### config.mk
export PLATFORM = sky130hd
export DESIGN_NAME = mem_ctrl_flat
export DESIGN_NICKNAME = d
export VERILOG_FILES = /design/src/source/mem_data_pkg.sv /design/src/source/mem_req_pkg.sv /design/src/source/mem_bus_if.sv /design/src/source/mem_ctrl.sv /design/src/flat_wrapper.sv
export VERILOG_INCLUDE_DIRS = /design/src /design/src/source
export SDC_FILE = /design/constraint.sdc
export NUM_CORES = 1
export LEC_CHECK = 0
export BUFFER_PORTS_ARGS = -buffer_cell sky130_fd_sc_hd__buf_2
export CAP_MARGIN = 0
export CORE_AREA = 5 5 309 311
export DETAILED_ROUTE_END_ITERATION = 7
export DIE_AREA = 0 0 314 316
export GPL_ROUTABILITY_DRIVEN = 0
export GPL_TIMING_DRIVEN = 0
export SETUP_SLACK_MARGIN = 0.1
export SYNTH_ARGS = -nofsm -noshare
export SYNTH_HDL_FRONTEND = slang
export SYNTH_SLANG_ARGS = --single-unit
### constraint.sdc
create_clock -name vclk -period 0.8
set_clock_uncertainty 0.2 [all_clocks]
set_input_delay 0 -clock vclk [all_inputs]
set_output_delay 0 -clock vclk [all_outputs]
set_load 0.02 [all_outputs]
### src/source/mem_consts.svh
`ifndef MEM_CONSTS_SVH
`define MEM_CONSTS_SVH

// One memory block, 16 bytes
`define BLOCK_BITS 128

// Byte address, and the block address without its 4 offset bits
`define ADDR_BITS 32
`define BLOCK_ADDR_BITS 28

// Rows of main memory, picked by the low block-address bits
`define MEM_INDEX_BITS 8
`define MEM_DEPTH 256

// Cycles from read acceptance to response
`define MEM_LATENCY 3

`endif

### src/source/mem_data_pkg.sv
`default_nettype none

`include "mem_consts.svh"

package mem_data_pkg;

    // Full byte address, used by write-through stores
    typedef logic [`ADDR_BITS-1:0] addr_t;

    // Block address, byte address without the offset bits
    typedef logic [`BLOCK_ADDR_BITS-1:0] main_mem_block_addr_t;

    typedef logic [`BLOCK_BITS-1:0] block_data_t; // One block of data

endpackage

`default_nettype wire

### src/source/mem_req_pkg.sv
`default_nettype none

package mem_req_pkg;

    // Tag that routes a read response back to its cache
    typedef enum logic {
        ICACHE = 1'b0,
        DCACHE = 1'b1
    } cache_type_t;

    typedef enum logic {
        READ  = 1'b0,
        WRITE = 1'b1
    } req_type_t;

    // Store width of a write-through, in bytes 1, 2 and 4
    typedef enum logic [1:0] {
        BYTE = 2'd0,
        HALF = 2'd1,
        WORD = 2'd2
    } req_width_t;

endpackage

`default_nettype wire

### src/source/mem_bus_if.sv
`timescale 1ns/1ps
`default_nettype none

interface mem_bus_if;

    // Request, taken in every cycle that req_valid is high
    logic                               req_valid;
    mem_req_pkg::cache_type_t           req_cache_type;
    mem_req_pkg::req_type_t             req_type;
    mem_data_pkg::main_mem_block_addr_t req_block_addr;
    mem_data_pkg::block_data_t          req_block_data; // Write data
    mem_req_pkg::req_width_t            req_width;      // Store width
    mem_data_pkg::addr_t                req_addr;       // Store byte address
    logic                               req_writethrough;

    // Read response, single-cycle pulse
    logic                               resp_valid;
    mem_req_pkg::cache_type_t           resp_cache_type;
    mem_data_pkg::block_data_t          resp_block_data;

    modport ctrl (
        output req_valid, req_cache_type, req_type, req_block_addr,
        output req_block_data, req_width, req_addr, req_writethrough,
        input  resp_valid, resp_cache_type, resp_block_data
    );

    modport mem (
        input  req_valid, req_cache_type, req_type, req_block_addr,
        input  req_block_data, req_width, req_addr, req_writethrough,
        output resp_valid, resp_cache_type, resp_block_data
    );

endinterface

`default_nettype wire

### src/source/mem_ctrl.sv
`timescale 1ns/1ps
`default_nettype none

module mem_ctrl (
    // Instruction cache request, always a read
    input  wire logic                               icache_req_valid,
    input  wire mem_data_pkg::main_mem_block_addr_t icache_req_block_addr,
    output logic                                    icache_req_ready,

    // Data cache request
    input  wire logic                               dcache_req_valid,
    input  wire mem_req_pkg::req_type_t             dcache_req_type,
    input  wire mem_data_pkg::main_mem_block_addr_t dcache_req_block_addr,
    input  wire mem_data_pkg::block_data_t          dcache_req_block_data,
    input  wire mem_req_pkg::req_width_t            dcache_req_width,
    input  wire mem_data_pkg::addr_t                dcache_req_addr,
    input  wire logic                               dcache_req_writethrough,
    output logic                                    dcache_req_ready,

    mem_bus_if.ctrl                                 mem,

    // Responses back to the caches
    output logic                                    icache_resp_valid,
    output mem_data_pkg::block_data_t               icache_resp_block_data,
    output logic                                    dcache_resp_valid,
    output mem_data_pkg::block_data_t               dcache_resp_block_data
);

    // Fixed priority, the data cache waits while the instruction cache asks
    assign icache_req_ready = icache_req_valid;
    assign dcache_req_ready = dcache_req_valid && !icache_req_valid;

    always_comb begin
        mem.req_valid        = icache_req_valid || dcache_req_valid;
        mem.req_cache_type   = mem_req_pkg::ICACHE;
        mem.req_type         = mem_req_pkg::READ;
        mem.req_block_addr   = '0;
        mem.req_block_data   = '0;
        mem.req_width        = mem_req_pkg::WORD;
        mem.req_addr         = '0;
        mem.req_writethrough = 1'b0;
        if (icache_req_valid) begin
            mem.req_block_addr = icache_req_block_addr; // Fetch is a plain block read
        end else if (dcache_req_valid) begin
            mem.req_cache_type   = mem_req_pkg::DCACHE;
            mem.req_type         = dcache_req_type;
            mem.req_block_addr   = dcache_req_block_addr;
            mem.req_block_data   = dcache_req_block_data;
            mem.req_width        = dcache_req_width;
            mem.req_addr         = dcache_req_addr;
            mem.req_writethrough = dcache_req_writethrough;
        end
    end

    // Steer each response by its tag, idle port sees zero data
    always_comb begin
        icache_resp_valid      = 1'b0;
        icache_resp_block_data = '0;
        dcache_resp_valid      = 1'b0;
        dcache_resp_block_data = '0;
        if (mem.resp_valid) begin
            if (mem.resp_cache_type == mem_req_pkg::ICACHE) begin
                icache_resp_valid      = 1'b1;
                icache_resp_block_data = mem.resp_block_data;
            end else begin
                dcache_resp_valid      = 1'b1;
                dcache_resp_block_data = mem.resp_block_data;
            end
        end
    end

endmodule

`default_nettype wire

### src/flat_wrapper.sv
// flat-port wrapper written by rule: the top's interface ports become plain ports
module mem_ctrl_flat 
  (icache_req_valid, icache_req_block_addr, icache_req_ready, dcache_req_valid, dcache_req_type, dcache_req_block_addr, dcache_req_block_data, dcache_req_width, dcache_req_addr, dcache_req_writethrough, dcache_req_ready, icache_resp_valid, icache_resp_block_data, dcache_resp_valid, dcache_resp_block_data, mem_req_valid, mem_req_cache_type, mem_req_type, mem_req_block_addr, mem_req_block_data, mem_req_width, mem_req_addr, mem_req_writethrough, mem_resp_valid, mem_resp_cache_type, mem_resp_block_data);
  mem_bus_if mem_i ();
  input  wire logic icache_req_valid;
  input  wire mem_data_pkg::main_mem_block_addr_t icache_req_block_addr;
  output logic icache_req_ready;
  input  wire logic dcache_req_valid;
  input  wire mem_req_pkg::req_type_t dcache_req_type;
  input  wire mem_data_pkg::main_mem_block_addr_t dcache_req_block_addr;
  input  wire mem_data_pkg::block_data_t dcache_req_block_data;
  input  wire mem_req_pkg::req_width_t dcache_req_width;
  input  wire mem_data_pkg::addr_t dcache_req_addr;
  input  wire logic dcache_req_writethrough;
  output logic dcache_req_ready;
  output logic icache_resp_valid;
  output mem_data_pkg::block_data_t icache_resp_block_data;
  output logic dcache_resp_valid;
  output mem_data_pkg::block_data_t dcache_resp_block_data;
  output wire logic [$bits(mem_i.req_valid)-1:0] mem_req_valid;
  output wire logic [$bits(mem_i.req_cache_type)-1:0] mem_req_cache_type;
  output wire logic [$bits(mem_i.req_type)-1:0] mem_req_type;
  output wire logic [$bits(mem_i.req_block_addr)-1:0] mem_req_block_addr;
  output wire logic [$bits(mem_i.req_block_data)-1:0] mem_req_block_data;
  output wire logic [$bits(mem_i.req_width)-1:0] mem_req_width;
  output wire logic [$bits(mem_i.req_addr)-1:0] mem_req_addr;
  output wire logic [$bits(mem_i.req_writethrough)-1:0] mem_req_writethrough;
  input wire logic [$bits(mem_i.resp_valid)-1:0] mem_resp_valid;
  input wire logic [$bits(mem_i.resp_cache_type)-1:0] mem_resp_cache_type;
  input wire logic [$bits(mem_i.resp_block_data)-1:0] mem_resp_block_data;
  assign mem_req_valid = mem_i.req_valid;
  assign mem_req_cache_type = mem_i.req_cache_type;
  assign mem_req_type = mem_i.req_type;
  assign mem_req_block_addr = mem_i.req_block_addr;
  assign mem_req_block_data = mem_i.req_block_data;
  assign mem_req_width = mem_i.req_width;
  assign mem_req_addr = mem_i.req_addr;
  assign mem_req_writethrough = mem_i.req_writethrough;
  assign mem_i.resp_valid = mem_resp_valid;
  assign mem_i.resp_cache_type = mem_resp_cache_type;
  assign mem_i.resp_block_data = mem_resp_block_data;
  mem_ctrl u_core (.icache_req_valid(icache_req_valid), .icache_req_block_addr(icache_req_block_addr), .icache_req_ready(icache_req_ready), .dcache_req_valid(dcache_req_valid), .dcache_req_type(dcache_req_type), .dcache_req_block_addr(dcache_req_block_addr), .dcache_req_block_data(dcache_req_block_data), .dcache_req_width(dcache_req_width), .dcache_req_addr(dcache_req_addr), .dcache_req_writethrough(dcache_req_writethrough), .dcache_req_ready(dcache_req_ready), .mem(mem_i), .icache_resp_valid(icache_resp_valid), .icache_resp_block_data(icache_resp_block_data), .dcache_resp_valid(dcache_resp_valid), .dcache_resp_block_data(dcache_resp_block_data));
endmodule
==> summary.md <==
| Metric | Value |
|---|---|
| Syn_area_per_cell | `6.22 um2` |
| Commonest non-fill, non-tap cells in the layout | `531 x buf_2, 257 x and2_4, 254 x buf_6` |
| Tot Pwr | `0.00765 W` |
| Gr usage total | `7.37%` |
| Clkbuf count | `0` |
| Hold EP | `mem_req_width[1]` |
| Cells after Synth | `523` |
| Busiest grt layer | `met2` |
| Pin count of the biggest net entering global routing | `12` |
| Final setup fails | `454` |
| DRT antenna net count | `0` |
| Worst setup EP type | `primary output` |
| Setup Crit Path Kind | `primary input to primary output` |
| Grt ovf | `0` |
| DRT iter0 DRCs | `429` |
| DIE AREA | `0.0992 mm2` |
| Pins Over Slew Limit | `0` |
| Worst-Margin Slew | `0.407 ns` |
| Hold path cells | `3` |
| Fin crit period | `1.25 ns` |
| Port Buffers | `806` |
| Die height | `316 um` |
| CP max FO | `10` |
| Met2 Track Usage GR | `11.4%` |
| Register area share after synthesis | `0%` |
| Worst hold path type | `primary input to primary output` |
| Crit path arrival time | `1.05 ns` |
| Final Hold Viols | `0` |
| PnR worst setup slack | `-0.450 ns` |
| Wire length per cell | `17.3 um` |
| Reg area | `0 um2` |
| FP Rows | `112` |
| DR DRC count | `0` |
| Drt total wl | `44.6 mm` |
| Drt first pass iters | `4` |
| Startpoint types | `primary input` |
| Top post-synthesis cells by area | `and2_1 56%, and3_1 25%, a22o_1 7.3%` |
| Syn Nets | `875` |
| Initial antenna violation count | `10` |
| Status | `complete, but fails checks` |
| Worst ir drop on vdd | `238 uV` |
| DIE WIDTH | `314 um` |
| M1 GR Usage | `10.0%` |
| Total number of vias | `7665` |
| Static Leak | `7.12 nW` |
| Netlist cell types | `14` |
| Share of cells above drive strength 1 | `98.3%` |
| Ys Warns | `0` |
| Power Density | `560 mW/mm2` |
| Synth top area share | `55.9%` |
| Seq cells | `0` |
| RSZ-0062 raised after global routing | `yes` |
| Vias in the first global route | `7544` |
| Core area | `0.0925 mm2` |
| Via density | `2.96` |
| Met3 global-route usage | `2.90%` |
| Most common cell after layout, fill and taps aside | `buf_2` |
| Period utilization | `156%` |
| Top cell type by total area after synthesis | `and2_1` |
| Fmax | `800 MHz` |
| Min-delay src | `dcache_req_width[1]` |
| Area Overhead vs Synth | `319%` |
| Mapped cell area | `0.00325 mm2` |
| Final net count | `1736` |
| Req. time, crit path | `0.60 ns` |
| Top Ports | `806` |
| Max-Cap Viols | `0` |
| First-pass GRT wire length | `54.6 mm` |
| Failing checks | `negative setup slack` |
| Slew headroom | `72.8%` |
| Initial Util | `3.52%` |
| Pre-CTS setup slack | `-0.627 ns` |
| Detailed placement HPWL | `34.4 mm` |
| Critical Path Start | `mem_resp_cache_type` |
==> how the worst max path moves through the flow <==
stage,to,slack [ns],depth (start not counted)
2_1_floorplan,mem_req_block_data[100],-0.04,4
5_1_grt,mem_req_block_addr[1],-0.46,7
4_1_cts,mem_req_addr[22],-0.43,7
3_3_place_gp,mem_req_block_data[112],-0.61,6
3_5_place_dp,mem_req_block_data[110],-0.63,6
6_report,icache_resp_block_data[51],-0.45,6
==> stage by stage <==
step / instances / util, % / setup TNS, ns / area, um2 / hold WS (ns)
finish: 2587 / 14.8 / -154.58 / 13600 / 0.0926
global placement: 2526 / 11.1 / -200.25 / 10300 / 0.131
detailed placement: 2526 / 11.1 / -201.98 / 10300 / 0.129
global route: 2580 / 14.7 / -166.30 / 13600 / 0.104
CTS: 2549 / 13.4 / -157.16 / 12400 / 0.0970
floorplan: 523 / - / -5.83 / 4760 / -0.0874
==> critical path: stages <==
cell     delay [ns]
buf_16         0.14
nor2b_4        0.18
buf_12         0.19
buf_6          0.16
and2_4         0.17
buf_2          0.16
==> where the power goes <==
part / switching (W) / total [W] / internal, W
logic: 0.00363 / 0.00765 / 0.00402
registers: 0 / 0 / 0
clock network: 0 / 0.000000000985 / 0.000000000985
total: 0.00363 / 0.00765 / 0.00402
==> layout make-up <==
type / count / area, um2
multi-input cells: 455 / 4300
well taps: 1197 / 1500
fillers: 10300 / 78800
repair buffers: 859 / 6800
diodes: 8 / 20.0
plain buffers: 68 / 1030
==> routing by layer <==
metal	wire [um]	vias up
met5	58	-
met4	720	10
met3	5320	52
met2	20100	537
met1	18400	3627
li1	-	3439
==> cells in the mapped netlist <==
cell        n
buf_4      18
nor2b_1     1
nor2b_2     1
clkbuf_2    1
clkbuf_1   29
o21ai_0     1
buf_2      20
nand2_1     3
and2_1    291
a22o_1     27
or2_2       1
and3_1    128
nand2b_1    1
nor2_1      1
==> timing repair <==
item | 4_1_cts | 5_1_grt
setup buffers | 7 | 11
gates resized for setup | 563 | 265
hold buffers | 0 | 0
pin swaps | 72 | 40
cloned | 16 | 20
setup endpoints to repair | 454 | 454
==> cells by family (layout without fill, tap and decap cells) <==
kind of cell	after synthesis	count (layout)	synth area share, %
compound gates	28	28	7.42
buf+inv	68	927	10.7
other cells	0	8	0
simple gates	427	427	81.9
(Power assumes the default switching activity.)
